==> src/logic/dcache_pkg.sv <==
package dcache_pkg;

    // byte address and data word
    localparam int ADDR_W   = 64;
    localparam int DATA_W   = 64;
    localparam int MASK_W   = DATA_W / 8;
    localparam int OFFSET_W = 3;

    typedef logic [DATA_W-1:0] word_t;

    // bit n enables byte n of the word
    typedef logic [MASK_W-1:0] mask_t;

    typedef logic [ADDR_W-1:0] addr_t;

    // one FSM serves both loads and stores
    typedef enum logic [2:0] {
        IDLE,
        LOOKUP,
        WBACK,
        REFILL,
        DONE
    } ctrl_state_e;

endpackage

==> src/logic/dcache_replace.sv <==
module dcache_replace #(
    parameter int INDEX_W = 6,
    parameter int AGE_W   = 3
) (
    input  logic              clk,
    input  logic              rst,
    input  dcache_pkg::addr_t addr_i,
    input  logic              touch_i,
    input  logic              touch_way_i,
    input  logic              valid0_i,
    input  logic              valid1_i,
    output logic              vict_way_o
);
    import dcache_pkg::*;

    localparam int SETS = 2 ** INDEX_W;

    logic [1:0][SETS-1:0][AGE_W-1:0] age_q;
    logic [INDEX_W-1:0]              idx;
    logic                            other;

    assign idx   = addr_i[OFFSET_W +: INDEX_W];
    assign other = ~touch_way_i;

    // touched way gets young, the other one ages up to saturation
    always_ff @(posedge clk or negedge rst) begin
        if (!rst) begin
            age_q <= '0;
        end else if (touch_i) begin
            age_q[touch_way_i][idx] <= '0;
            if (age_q[other][idx] != {AGE_W{1'b1}}) begin
                age_q[other][idx] <= age_q[other][idx] + 1'b1;
            end
        end
    end

    // free way first, else the older one, way 0 on a tie
    always_comb begin
        if (!valid0_i) begin
            vict_way_o = 1'b0;
        end else if (!valid1_i) begin
            vict_way_o = 1'b1;
        end else begin
            vict_way_o = (age_q[1][idx] > age_q[0][idx]);
        end
    end

endmodule

==> config.mk <==
export PLATFORM = sky130hd
export DESIGN_NAME = dcache_replace
export DESIGN_NICKNAME = d
export VERILOG_FILES = /design/src/logic/dcache_pkg.sv /design/src/logic/dcache_replace.sv
export SDC_FILE = /design/constraint.sdc
export NUM_CORES = 1
export LEC_CHECK = 0
export BUFFER_PORTS_ARGS = -buffer_cell sky130_fd_sc_hd__buf_2
export CORE_MARGIN = 10
export CORE_UTILIZATION = 35
export CTS_CLUSTER_DIAMETER = 40
export DETAILED_ROUTE_END_ITERATION = 6
export MAX_ROUTING_LAYER = met4
export PLACE_DENSITY = 0.49
export SLEW_MARGIN = 40
export SYNTH_ARGS = -nofsm -noshare
export SYNTH_HDL_FRONTEND = slang
export SYNTH_SLANG_ARGS = --single-unit
==> constraint.sdc <==
create_clock -name clk -period 4.26 [get_ports clk]
set_clock_uncertainty 0.1 [all_clocks]
set_input_delay 0 -clock clk [delete_from_list [all_inputs] [get_ports clk]]
set_output_delay 0 -clock clk [all_outputs]
set_load 0.005 [all_outputs]
==> results_dict.tcl <==
set metrics [dict create \
    status "completed" \
    crit_type "reg -> reg" \
    total_power_mw 11.4 \
    power.leakage_nw 10.5 \
    yosysWarnings 0 \
    finalHoldViolCount 0 \
    drv_slew 0 \
    ir_drop_mv 0.289 \
    synthDominantCellAreaShare 0.454 \
    p_seq_frac 0.377 \
    postSynthCellCount 2200 \
    cp_num_buf_inv 3 \
    fin_nets 2322 \
    yosysTopAreaCell "dfrtp_1" \
    cts_root_buf "clkbuf_16" \
    synth-seq-cells 384 \
    fmax_mhz 253 \
    start_util 0.352 \
    die_w_um 266 \
    cap_violations 0 \
    drt_first_pass_iters 6 \
    finalSetupViolCount 0 \
    cts.sinks 384 \
    p_switching_mw 3.25 \
    rsz0062_at_grt "false" \
    synth_area_mm2 0.0212 \
    hold_class "in -> reg" \
    fin_crit_sh 0.927 \
    vias 18600 \
    async_reset_ff_frac 1.00 \
    ctsResizeCount 0 \
    cp_slowest_stage_delay_ns 0.56 \
    grt_usage 0.250 \
    core_area_mm2 0.0601 \
    crit_family "multiplexers" \
    synth.avg_cell_area_um2 9.62 \
    max_slew_margin 0.452 \
    drive_above_1_share 0.168 \
    pwr-share-clk 0.491 \
    post-route-drc-count 0 \
    overflow 0 \
    syn-num-nets 2275 \
    drtAntennaViolNets 0 \
    min_period_ns 3.95 \
    intPower_mw 8.14 \
    clkLatencyLatePin_ns 0.61 \
    worst_ep_required_time_ns 4.68 \
    rows 90 \
    cts_tree "done" \
    yosys-top-cells-area "dfrtp_1 45%, nand2_1 10%, mux4_2 8.2%" \
    die_h_um 266 \
    worstMarginPinSlew_ns 0.822 \
    crit_path_frequent_cell "buf_4" \
    reg_top3 "age_q x384" \
    regMostFlops "age_q" \
    clockBufferDepth 3 \
    drtIter0Drc 2395 \
    synth_edf_count 0 \
    routed_wl_mm 86.0 \
    grt_pass1_wl_mm 128 \
    syn_to_final_growth_pct 18.3 \
    post_cts_buffers 0 \
    ios 71 \
    ys_seq_area_frac 0.454 \
    antenna_found_initial 2 \
    cp-end-kind "flip-flop" \
    p_per_area_mw_per_mm2 455 \
    startpoint_type "flip-flop" \
    pwr-share-comb 0.133 \
    p_sw_frac 0.285 \
    htree_levels 3 \
    synth_ff_type "dfrtp_1" \
    routedWlPerCell_um 27.9 \
    routabilityCongestion 0.948 \
    layout_common_cells "573 x nand2_1, 384 x dfrtp_1, 341 x o21ai_0" \
    crit_fanout 10 \
    cts.clk_slew.worst_paths_ns 0.05 \
    grt_max_degree 103 \
    dieArea_mm2 0.0707 \
    path_cells "mux4_2 > mux2_2 > a2111oi_0 > buf_4 > or3b_1 > nand4_1 > ha_1 > ha_1 > nor3b_1 > buf_4 > nand4_1 > buf_4 > o21ai_0" \
    crit_arrival_ns 4.36 \
    dp_hpwl_mm 58.7 \
    n_fill_cell 5969 \
    slowest_stage "a2111oi_0" \
    port_buffers 12 \
    cts_buffers 69 \
    fin_setup_tns_ns 0 \
    layout_commonest_cell "nand2_1" \
    hold_buffers 3 \
    viasPerCell 6.04 \
    synth_cell_types 68 \
    largest_register_ffs 384 \
    grt_pass1_vias 18600 \
]
worst paths after layout:
check                                        from                      to  slack, ns  cells after the start
max in group asynchronous                     rst  age_q[207]$_DFFE_PN0P_       2.63                      5
min in group asynchronous                     rst  age_q[274]$_DFFE_PN0P_       0.52                      4
setup / recovery           age_q[166]$_DFFE_PN0P_   age_q[36]$_DFFE_PN0P_       0.31                     13
setup reg to reg           age_q[166]$_DFFE_PN0P_   age_q[36]$_DFFE_PN0P_       0.31                     13
hold reg to reg            age_q[333]$_DFFE_PN0P_  age_q[333]$_DFFE_PN0P_       0.37                      2
hold / removal                            touch_i  age_q[215]$_DFFE_PN0P_       0.08                      5
cells in the mapped netlist, types with 6 or more instances:
library cell and number:
nor2_1 92, o22ai_1 18, mux2i_1 143, a221o_1 6, o21ai_0 341, clkbuf_1 77
nor3b_1 10, nand2b_1 10, nand3b_1 11, nor3_1 10, a211oi_1 18, nor2b_1 16
nand2_1 577, and3b_1 6, and3_1 8, a21oi_1 49, buf_1 8, a221oi_1 11
buf_4 17, o2bb2ai_1 6, nand3_1 18, buf_12 6, dfrtp_1 384, a22o_1 68
buf_6 12, mux2_2 26, buf_2 45, o211ai_1 9, a22oi_1 30, a31oi_1 8
mux4_2 77
final cells by class:
cell class,count,area (um2),area share
clock buffer,88,1980,0.0793
inverter,3,11.3,0.000450
sequential,384,9610,0.384
antenna,2,5.00,0.000200
multi-input combinational,1648,10700,0.426
tap,782,978,0.0391
timing repair buffer,141,1410,0.0563
clock inverter,33,360,0.0144
routing by layer:
metal | routed length [um] | share of wire | track usage | vias to the layer above
li1 | - | - | - | 8063
met1 | 36600 | 0.43 | 0.326 | 9451
met2 | 38900 | 0.45 | 0.379 | 876
met3 | 7440 | 0.086 | 0.0582 | 204
met4 | 3100 | 0.036 | 0.0871 | 0
met5 | 0 | 0 | - | -
power by group through the flow:
| stage | logic [mW] | clock network, mW | registers [mW] |
|---|---|---|---|
| global route | 1.63 | 5.85 | 4.32 |
| global placement | 1.46 | 0 | 4.33 |
| detailed placement | 1.49 | 0 | 4.34 |
| floorplan | 0.913 | 0 | 4.20 |
| CTS | 1.49 | 5.66 | 4.28 |
| finish | 1.51 | 5.59 | 4.29 |
cell families (layout without fill, tap and decap cells):
family / count (synthesis) / in the layout / share of synthesized area
AND/OR/NAND/NOR: 785 / 785 / 0.155
AO/OA/AOI/OAI: 608 / 608 / 0.177
flip-flops: 384 / 384 / 0.454
multiplexers: 250 / 250 / 0.166
buffers and inverters: 168 / 265 / 0.0444
adder cells (fa/ha/maj): 5 / 5 / 0.00296
other: 0 / 2 / 0
worst reg2reg max path: stages, from the launching register on:
cell and delay (ns):
dfrtp_1 0.42, mux4_2 0.49, mux2_2 0.28, a2111oi_0 0.56
buf_4 0.22, or3b_1 0.10, nand4_1 0.12, ha_1 0.22
ha_1 0.31, nor3b_1 0.23, buf_4 0.17, nand4_1 0.18
buf_4 0.27, o21ai_0 0.20
stage by stage:
stage	area [um2]	instances	hold WS [ns]	utilization	setup slack (ns)
after floorplan	21200	2200	-0.396	-	0.516
after global placement	22600	2954	0.0691	0.376	0.196
after detailed placement	22600	2955	-0.146	0.376	0.135
after CTS	25000	3079	0.0332	0.416	0.352
after global routing	25000	3081	0.0705	0.416	0.0671
final	25000	3081	0.0820	0.416	0.312
Power figures use the tool's default switching activity.
