===== config.mk =====
export PLATFORM = sky130hd
export DESIGN_NAME = dcache_ctrl
export DESIGN_NICKNAME = d
export VERILOG_FILES = /design/src/logic/dcache_pkg.sv /design/src/logic/dcache_ctrl.sv
export SDC_FILE = /design/constraint.sdc
export NUM_CORES = 1
export LEC_CHECK = 0
export BUFFER_PORTS_ARGS = -buffer_cell sky130_fd_sc_hd__buf_2
export CORE_AREA = 2 2 258 260
export DETAILED_ROUTE_END_ITERATION = 8
export DIE_AREA = 0 0 260 262
export PLACE_DENSITY = 0.36
export SYNTH_ARGS = -nofsm -noshare
export SYNTH_HDL_FRONTEND = slang
export SYNTH_SLANG_ARGS = --single-unit
export TNS_END_PERCENT = 5

===== constraint.sdc =====
create_clock -name clk -period 7 [get_ports clk]
set_input_delay 1.4 -clock clk [delete_from_list [all_inputs] [get_ports clk]]
set_output_delay 1.4 -clock clk [all_outputs]
set_load 0.02 [all_outputs]

===== src/logic/dcache_pkg.sv =====
package dcache_pkg;

    // byte address and data word
    localparam int ADDR_W   = 64;
    localparam int DATA_W   = 64;
    localparam int MASK_W   = DATA_W / 8;
    localparam int OFFSET_W = 3;

    typedef logic [DATA_W-1:0] word_t;

    // bit n enables byte n of the word
    typedef logic [MASK_W-1:0] mask_t;

    typedef logic [ADDR_W-1:0] addr_t;

    // one FSM serves both loads and stores
    typedef enum logic [2:0] {
        IDLE,
        LOOKUP,
        WBACK,
        REFILL,
        DONE
    } ctrl_state_e;

endpackage


===== src/logic/dcache_ctrl.sv =====
module dcache_ctrl #(
    parameter int INDEX_W = 6
) (
    input  logic                                                      clk,
    input  logic                                                      rst,
    // cpu side
    input  logic                                                      rd_i,
    input  logic                                                      wr_i,
    input  dcache_pkg::addr_t                                         addr_i,
    input  dcache_pkg::word_t                                         wdata_i,
    input  dcache_pkg::mask_t                                         wmask_i,
    output dcache_pkg::word_t                                         rdata_o,
    output logic                                                      done_o,
    // lookup results
    input  logic                                                      hit_i,
    input  logic                                                      hit_way_i,
    input  logic                                                      vict_way_i,
    input  logic                                                      vict_dirty_i,
    input  logic                                                      vict_valid_i,
    input  logic [dcache_pkg::ADDR_W-INDEX_W-dcache_pkg::OFFSET_W-1:0] vict_tag_i,
    input  dcache_pkg::word_t                                         rdata0_i,
    input  dcache_pkg::word_t                                         rdata1_i,
    // array writes
    output logic                                                      tag_we_o,
    output logic                                                      dirty_we_o,
    output logic                                                      tag_way_o,
    output logic                                                      dirty_o,
    output logic                                                      data_we_o,
    output logic                                                      data_way_o,
    output dcache_pkg::word_t                                         data_wdata_o,
    output dcache_pkg::mask_t                                         data_wmask_o,
    output logic                                                      touch_o,
    output logic                                                      touch_way_o,
    // memory side
    output logic                                                      mem_rd_o,
    output logic                                                      mem_wr_o,
    output dcache_pkg::addr_t                                         mem_addr_o,
    output dcache_pkg::word_t                                         mem_wdata_o,
    input  logic                                                      mem_ok_i,
    input  dcache_pkg::word_t                                         mem_rdata_i
);
    import dcache_pkg::*;

    ctrl_state_e state_q;
    ctrl_state_e state_d;
    logic        way_q;
    word_t       rdata_q;
    word_t       vict_data;
    logic        refill_ok;
    logic        store_done;

    always_comb begin
        state_d = state_q;
        case (state_q)
            IDLE: begin
                if (rd_i || wr_i) begin
                    state_d = LOOKUP;
                end
            end
            LOOKUP: begin
                if (hit_i) begin
                    state_d = DONE;
                end else if (vict_valid_i && vict_dirty_i) begin
                    state_d = WBACK;
                end else begin
                    state_d = REFILL;
                end
            end
            // wait here as long as memory is busy
            WBACK: begin
                if (mem_ok_i) begin
                    state_d = REFILL;
                end
            end
            REFILL: begin
                if (mem_ok_i) begin
                    state_d = DONE;
                end
            end
            DONE: begin
                state_d = IDLE;
            end
            default: begin
                state_d = IDLE;
            end
        endcase
    end

    always_ff @(posedge clk or negedge rst) begin
        if (!rst) begin
            state_q <= IDLE;
            way_q   <= 1'b0;
        end else begin
            state_q <= state_d;
            // hit way or the chosen victim becomes the way of this access
            if (state_q == LOOKUP) begin
                way_q <= hit_i ? hit_way_i : vict_way_i;
            end
        end
    end

    // load result comes from the hit way or straight off the refill
    always_ff @(posedge clk) begin
        if ((state_q == LOOKUP) && hit_i) begin
            rdata_q <= hit_way_i ? rdata1_i : rdata0_i;
        end else if (refill_ok) begin
            rdata_q <= mem_rdata_i;
        end
    end

    assign refill_ok  = (state_q == REFILL) && mem_ok_i;
    assign store_done = (state_q == DONE) && wr_i;
    assign vict_data  = way_q ? rdata1_i : rdata0_i;

    // refill writes the whole word, stores merge their bytes in DONE
    assign tag_we_o     = refill_ok;
    assign dirty_o      = wr_i;
    assign dirty_we_o   = store_done;
    assign tag_way_o    = way_q;
    assign data_we_o    = refill_ok || store_done;
    assign data_way_o   = way_q;
    assign data_wdata_o = refill_ok ? mem_rdata_i : wdata_i;
    assign data_wmask_o = refill_ok ? {MASK_W{1'b1}} : wmask_i;

    assign touch_o     = (state_q == DONE);
    assign touch_way_o = way_q;

    assign mem_wr_o    = (state_q == WBACK);
    assign mem_rd_o    = (state_q == REFILL);
    assign mem_wdata_o = vict_data;

    // write-back goes to the victim's own line
    assign mem_addr_o = (state_q == WBACK) ?
                        {vict_tag_i, addr_i[OFFSET_W +: INDEX_W], {OFFSET_W{1'b0}}} :
                        {addr_i[ADDR_W-1:OFFSET_W], {OFFSET_W{1'b0}}};

    assign done_o  = (state_q == DONE);
    assign rdata_o = rdata_q;

endmodule


==> results.py, run 1 <==
metrics = {
    "run": {
        "cap_violations": 0,
    },
    "drt": {
        "dr_wl_met3_mm": 2.935,
        "vias": 6759,
        "first_pass_iters": 4,
        "ant_nets": 0,
        "drc": 0,
        "routed.top_layer": "met5",
        "wl_mm": 37.65,
        "wl_per_cell_um": 18.59,
        "routed-wl-met2_mm": 19.96,
        "first_iter_violations": 173,
        "vias_per_cell": 3.338,
        "wl_met1_mm": 13.56,
    },
    "yosys": {
        "synth_area_um2": 5938,
        "synth_common_cells": "mux2_2, nor2_1, a21oi_1",
        "ys_seq_area_frac": 0.3405,
        "syn_area_per_cell_um2": 11.14,
        "synth-edff-count": 64,
        "synth_seq_cells": 68,
        "synth-main-ff-cell": "edfxtp_1",
        "yosysMostFrequentCell": "mux2_2",
        "ys_warn_count": 0,
        "netlist.area_leader.share": 0.3236,
        "synthDistinctLibCells": 24,
        "syn_inst": 533,
        "synth_top_area_cell": "edfxtp_1",
        "netlist_top_cells_area": "edfxtp_1, mux2_2, mux2i_1, mux2_4, a21oi_1",
        "synthArstFlopShare": 0.05882,
    },
    "power": {
        "power_mw": 3.071,
        "cellPowerDensity_nw_per_um2": 297.3,
        "p_leak_nw": 4.967,
        "irDropWorstVdd_mv": 0.1947,
    },
    "timing": {
        "slew_viol_final": 0,
        "grt_setup_unrepaired": "false",
        "max_freq_ghz": 0.2197,
        "setup_slack_ps": 2448,
        "fin_hold_ws_ps": 590.3,
        "setup_viol": 0,
        "finClkSkew_ps": 12.23,
        "tightest_slew_ps": 1165,
        "relSlewSlack": 0.2237,
        "min_period_ps": 4552,
        "period_share": 0.6502,
        "finalHoldViolations": 0,
        "fin_setup_tns_ps": 0,
    },
    "die": {
        "initial_core_util": 0.09097,
        "dieHeight_um": 262,
        "die_x_um": 260,
        "design.core.area_um2": 65280,
        "ios": 668,
        "die-area_um2": 68120,
        "rows": 94,
    },
    "finish": {
        "layout-drive-gt1-share": 0.7470,
        "synthToLayoutAreaGrowth_pct": 73.94,
        "utilization": 0.1582,
        "final_nets": 1538,
    },
    "global_routing": {
        "track_usage": 0.1025,
        "grt_antenna_before_repair": 25,
        "overflow": 0,
        "grt_max_degree": 69,
        "grt_first_pass_wirelength_mm": 48.12,
        "grt_pass1_vias": 6634,
    },
    "hold_path": {
        "worstHoldPathType": "reg -> reg",
    },
    "clocking": {
        "cts_tree": "built",
        "insertion_delay_ps": 370,
        "numCtsBuffers": 9,
        "clockRootBuffer": "clkbuf_16",
        "cts_hold_buf": 0,
        "cts_resized": 0,
        "htree_num_levels": 3,
        "clkSinkCount": 68,
        "postCtsSetupBuffers": 0,
        "cts.path.max_buffers": 2,
        "cts.clk_slew.worst_paths_ps": 70,
    },
    "placement": {
        "place_congestion": 0.7855,
        "hpwl_mm": 31.86,
        "place_ws_ps": 2399,
        "io_buffers": 649,
    },
    "critical_path": {
        "critical_path.max_fanout": 37,
        "cp-end-kind": "primary output",
        "start_kind": "primary input",
        "critPathRequiredTime_ps": 5600,
        "worst-setup-path-type": "in -> out",
        "cp.arrival_ps": 3150,
    },
    "run_status": {
        "status": "finished clean",
    },
}
==> cells by family (layout without fill, tap and decap cells) <==
kind of cell,Yosys count,count (layout),synth area share
AOI/OAI and AO/OA,68,68,0.05837
buffers and inverters,58,673,0.05858
muxes,248,248,0.4743
and+or+nand+nor,90,90,0.06764
other,1,14,0.0006315
DFF,68,68,0.3405
==> flip-flops by register name, summed over array words and instances (netlist names) <==
name        flops
rdata_o        64
state_q         3
data_way_o      1
==> final timing paths <==
check                      slack [ps]                   start                      to  cells after the start
max                              2450                mem_ok_i        data_wdata_o[25]                      5
min                               590  state_q[2]$_DFFE_PN0P_  state_q[0]$_DFFE_PN0P_                      1
max reg2reg                      4290  state_q[0]$_DFFE_PN0P_   rdata_o[28]$_DFFE_PP_                      3
min reg2reg                       590  state_q[2]$_DFFE_PN0P_  state_q[0]$_DFFE_PN0P_                      1
max in group asynchronous        6020                     rst  data_way_o$_DFFE_PN0N_                      1
min in group asynchronous         830                     rst  data_way_o$_DFFE_PN0N_                      1
==> routing by layer <==
| metal | GRT usage | vias to the layer above |
|---|---|---|
| li1 | - | 3198 |
| met1 | 0.1045 | 3078 |
| met2 | 0.1930 | 406 |
| met3 | 0.03009 | 69 |
| met4 | 0.04502 | 8 |
| met5 | 0 | - |
==> cells in the final DEF, fill, tap and decap left out, types with 2 or more instances in the layout <==
| master | netlist | routed |
|---|---|---|
| a21oi_1 | 66 | 66 |
| buf_2 | 29 | 648 |
| buf_4 | 17 | 7 |
| clkbuf_16 | 0 | 9 |
| clkinv_2 | 0 | 3 |
| clkinvlp_4 | 0 | 3 |
| conb_1 | 1 | 3 |
| dfrtp_1 | 4 | 3 |
| diode_2 | 0 | 11 |
| edfxtp_1 | 64 | 64 |
| inv_1 | 2 | 2 |
| mux2_2 | 155 | 155 |
| mux2_4 | 28 | 28 |
| mux2i_1 | 65 | 65 |
| nand2_1 | 5 | 5 |
| nand2b_1 | 10 | 9 |
| nor2_1 | 67 | 67 |
| nor3b_1 | 2 | 2 |
==> stage by stage <==
stage                     cells  instance area, um^2
after global routing       2020                10320
final                      2025                10330
after CTS                  2014                10300
after floorplan             535                 5946
after global placement     1998                10010
after detailed placement   1998                10010
==> area by class of cell <==
type / count / area (um^2)
Inverter: 2 / 7.507
Clock inverter: 7 / 67.56
Fill cell: 7507 / 54950
Tap cell: 864 / 1081
Sequential cell: 68 / 2026
Multi-Input combinational cell: 409 / 3598
Timing Repair Buffer: 655 / 3296
Clock buffer: 9 / 225.2
Antenna cell: 11 / 27.53
==> worst max-delay path, cell delays in order <==
cell and delay, ps:
buf_2 130, nand2_4 540, buf_4 480, mux2_2 390, buf_2 160
==> power by group <==
part	switching [mW]	internal (mW)	total [mW]
clock network	0.218	0.274	0.492
registers	0.130	0.638	0.768
logic	1.10	0.713	1.81
total	1.45	1.62	3.07
Note: power is estimated with default switching activity, not from simulation.
==> run 2, diff against run 1 <==
--- a/config.mk
+++ b/config.mk
@@ -5,10 +5,11 @@
 export SDC_FILE = /design/constraint.sdc
 export NUM_CORES = 1
 export LEC_CHECK = 0
+export ABC_AREA = 1
 export BUFFER_PORTS_ARGS = -buffer_cell sky130_fd_sc_hd__buf_2
-export CORE_AREA = 2 2 258 260
+export CORE_AREA = 2 2 262 264
 export DETAILED_ROUTE_END_ITERATION = 8
-export DIE_AREA = 0 0 260 262
+export DIE_AREA = 0 0 264 266
 export PLACE_DENSITY = 0.36
 export SYNTH_ARGS = -nofsm -noshare
 export SYNTH_HDL_FRONTEND = slang
==> constraint.sdc (replaced) <==
create_clock -name clk -period 4.3 [get_ports clk]
set_input_delay 0.86 -clock clk [delete_from_list [all_inputs] [get_ports clk]]
set_output_delay 0.86 -clock clk [all_outputs]
set_load 0.02 [all_outputs]
==> run 2 against run 1 <==
- cell area is 0.67% higher
- power rose by 72%
- area after synthesis rose by 1.1%
- worst hold slack worse by 310 ps
- die area up 3.1%
- critical path depth increased by 4
- sequential power increased by 55%
- register-to-register slack lost 2400 ps
==> results.py, run 2 <==
metrics = {
    "run_status": {
        "status": "finished clean",
    },
    "finish": {
        "synthToLayoutAreaGrowth_pct": 73.27,
        "final_nets": 2005,
        "layout_common_cells": "buf_2, nand2_1, o21ai_0",
        "nFillCells": 8030,
        "largest_reg_flops": 64,
        "final_cell_count_no_fill": 2505,
        "final_common_cell": "buf_2",
        "layout-drive-gt1-share": 0.4273,
    },
    "yosys": {
        "synth-edff-count": 64,
        "syn_inst": 1017,
        "ys_warn_count": 0,
        "synth_area_um2": 6001,
        "synth_common_cells": "nand2_1, o21ai_0, inv_1",
        "yosysMostFrequentCell": "nand2_1",
        "synthArstFlopShare": 0.05882,
        "netlist.area_leader.share": 0.3622,
        "synth-main-ff-cell": "edfxtp_1",
        "synth_top_area_cell": "nand2_1",
        "syn_area_per_cell_um2": 5.900,
        "synth_seq_cells": 68,
        "netlist_top_cells_area": "nand2_1, edfxtp_1, o21ai_0, inv_1, buf_2",
        "ys_seq_area_frac": 0.3369,
        "synthDistinctLibCells": 19,
    },
    "clocking": {
        "cts_tree": "built",
        "clkSinkCount": 68,
        "cts_resized": 0,
        "cts.clk_slew.worst_paths_ps": 80,
        "cts_hold_buf": 0,
        "htree_num_levels": 3,
        "clockRootBuffer": "clkbuf_16",
        "insertion_delay_ps": 380,
        "numCtsBuffers": 9,
        "cts.path.max_buffers": 2,
        "postCtsSetupBuffers": 0,
    },
    "timing": {
        "grt_setup_unrepaired": "false",
        "relSlewSlack": 0.2643,
        "finalHoldViolations": 0,
        "setup_viol": 0,
        "min_period_ps": 3197,
        "slew_viol_final": 0,
        "tightest_slew_ps": 1104,
        "max_freq_ghz": 0.3128,
        "fin_setup_tns_ps": 0,
        "period_share": 0.7434,
        "finClkSkew_ps": 14.83,
    },
    "hold_path": {
        "worstHoldPathType": "in -> async",
    },
    "critical_path": {
        "start_kind": "register",
        "critPathRequiredTime_ps": 3440,
        "cp-end-kind": "primary output",
        "worst-setup-path-type": "reg -> out",
        "cp.arrival_ps": 2340,
        "critical_path.max_fanout": 41,
    },
    "die": {
        "die-area_um2": 70220,
        "rows": 96,
        "die_x_um": 264,
        "ios": 668,
        "dieHeight_um": 266,
        "design.core.area_um2": 67750,
        "initial_core_util": 0.08858,
    },
    "global_routing": {
        "grt_first_pass_wirelength_mm": 58.63,
        "grt_pass1_vias": 8512,
        "grt_max_degree": 80,
        "track_usage": 0.1171,
        "overflow": 0,
        "grt_antenna_before_repair": 25,
    },
    "power": {
        "combPwrFrac": 0.618,
        "p_leak_nw": 5.776,
        "switching_share": 0.5383,
        "cellPowerDensity_nw_per_um2": 506.8,
        "power.switching_mw": 2.837,
        "irDropWorstVdd_mv": 0.3754,
        "clkPwrFrac": 0.157,
        "power_frac_seq": 0.226,
        "power_mw": 5.269,
        "p_int_mw": 2.433,
    },
    "drt": {
        "wl_mm": 42.95,
        "first_pass_iters": 5,
        "ant_nets": 0,
        "wl_per_cell_um": 17.15,
        "vias": 8771,
        "drc": 0,
        "vias_per_cell": 3.501,
        "first_iter_violations": 372,
    },
    "placement": {
        "place_congestion": 0.8564,
        "dp.cells": 2483,
        "io_buffers": 649,
        "hpwl_mm": 35.49,
    },
    "run": {
        "cap_violations": 0,
    },
}
[run 2: kinds of logic (layout without fill, tap and decap cells)]
| family | after synthesis | after routing | share of synthesized area |
|---|---|---|---|
| compound gates | 193 | 193 | 0.1610 |
| buf+inv | 164 | 762 | 0.1284 |
| simple gates | 591 | 591 | 0.3730 |
| flops | 68 | 68 | 0.3369 |
| other cells | 1 | 9 | 0.0006249 |
[run 2: per-layer routing]
layer,routed length [um],global-route usage,up-vias
met5,71,0,-
met1,15800,0.1191,3878
met4,1027,0.04377,12
li1,-,-,4354
met3,3922,0.04649,77
met2,22130,0.2147,450
[run 2: final timing paths]
| check | from | cells past startpoint | slack [ps] | endpoint |
|---|---|---|---|---|
| max | state_q[2]$_DFFE_PN0P_ | 9 | 1100 | data_wdata_o[0] |
| max reg2reg | state_q[2]$_DFFE_PN0P_ | 6 | 1930 | rdata_o[43]$_DFFE_PP_ |
| max in group asynchronous | rst | 1 | 3880 | data_way_o$_DFFE_PN0N_ |
| min in group clk | state_q[2]$_DFFE_PN0P_ | 3 | 590 | state_q[1]$_DFFE_PN0P_ |
| min | rst | 1 | 280 | state_q[2]$_DFFE_PN0P_ |
| min reg2reg | state_q[2]$_DFFE_PN0P_ | 3 | 590 | state_q[1]$_DFFE_PN0P_ |
[run 2: area by class of cell]
class	instances	area, um^2	area share
tap	882	1104	0.1061
multi-input combinational	787	3241	0.3117
clock buffer	10	229.0	0.02202
timing repair buffer	663	3403	0.3273
antenna	6	15.01	0.001444
inverter	83	315.3	0.03032
clock inverter	6	65.06	0.006258
sequential	68	2026	0.1948
[run 2: power by group through the flow]
stage                     Combinational [mW]  Clock (mW)  Sequential [mW]
after global routing                    3.56       0.903             1.22
final                                   3.25       0.826             1.19
after detailed placement                3.34           0             1.21
after global placement                  3.35           0             1.20
after CTS                               3.35       0.900             1.20
after floorplan                         1.77           0             1.37
[run 2: critical path: stages (launching register included)]
cell and delay [ps]:
dfrtp_1 380, inv_2 130, nand2_2 100, nor2_4 140, nand2_4 80, clkinv_2 350, buf_12 300, nand2_1 80
nand2_1 170, buf_2 200
[run 2: stage by stage]
| stage | area (um^2) | utilization | setup WS, ps | hold slack (ps) |
|---|---|---|---|---|
| after floorplan | 6008 | - | 1237 | 540.9 |
| after global placement | 10090 | 0.1489 | 1139 | 581.5 |
| after detailed placement | 10090 | 0.1489 | 1113 | 587.9 |
| after CTS | 10380 | 0.1533 | 994.4 | 223.7 |
| after global routing | 10390 | 0.1534 | 926.7 | 239.7 |
| final | 10400 | 0.1535 | 1103 | 277.0 |
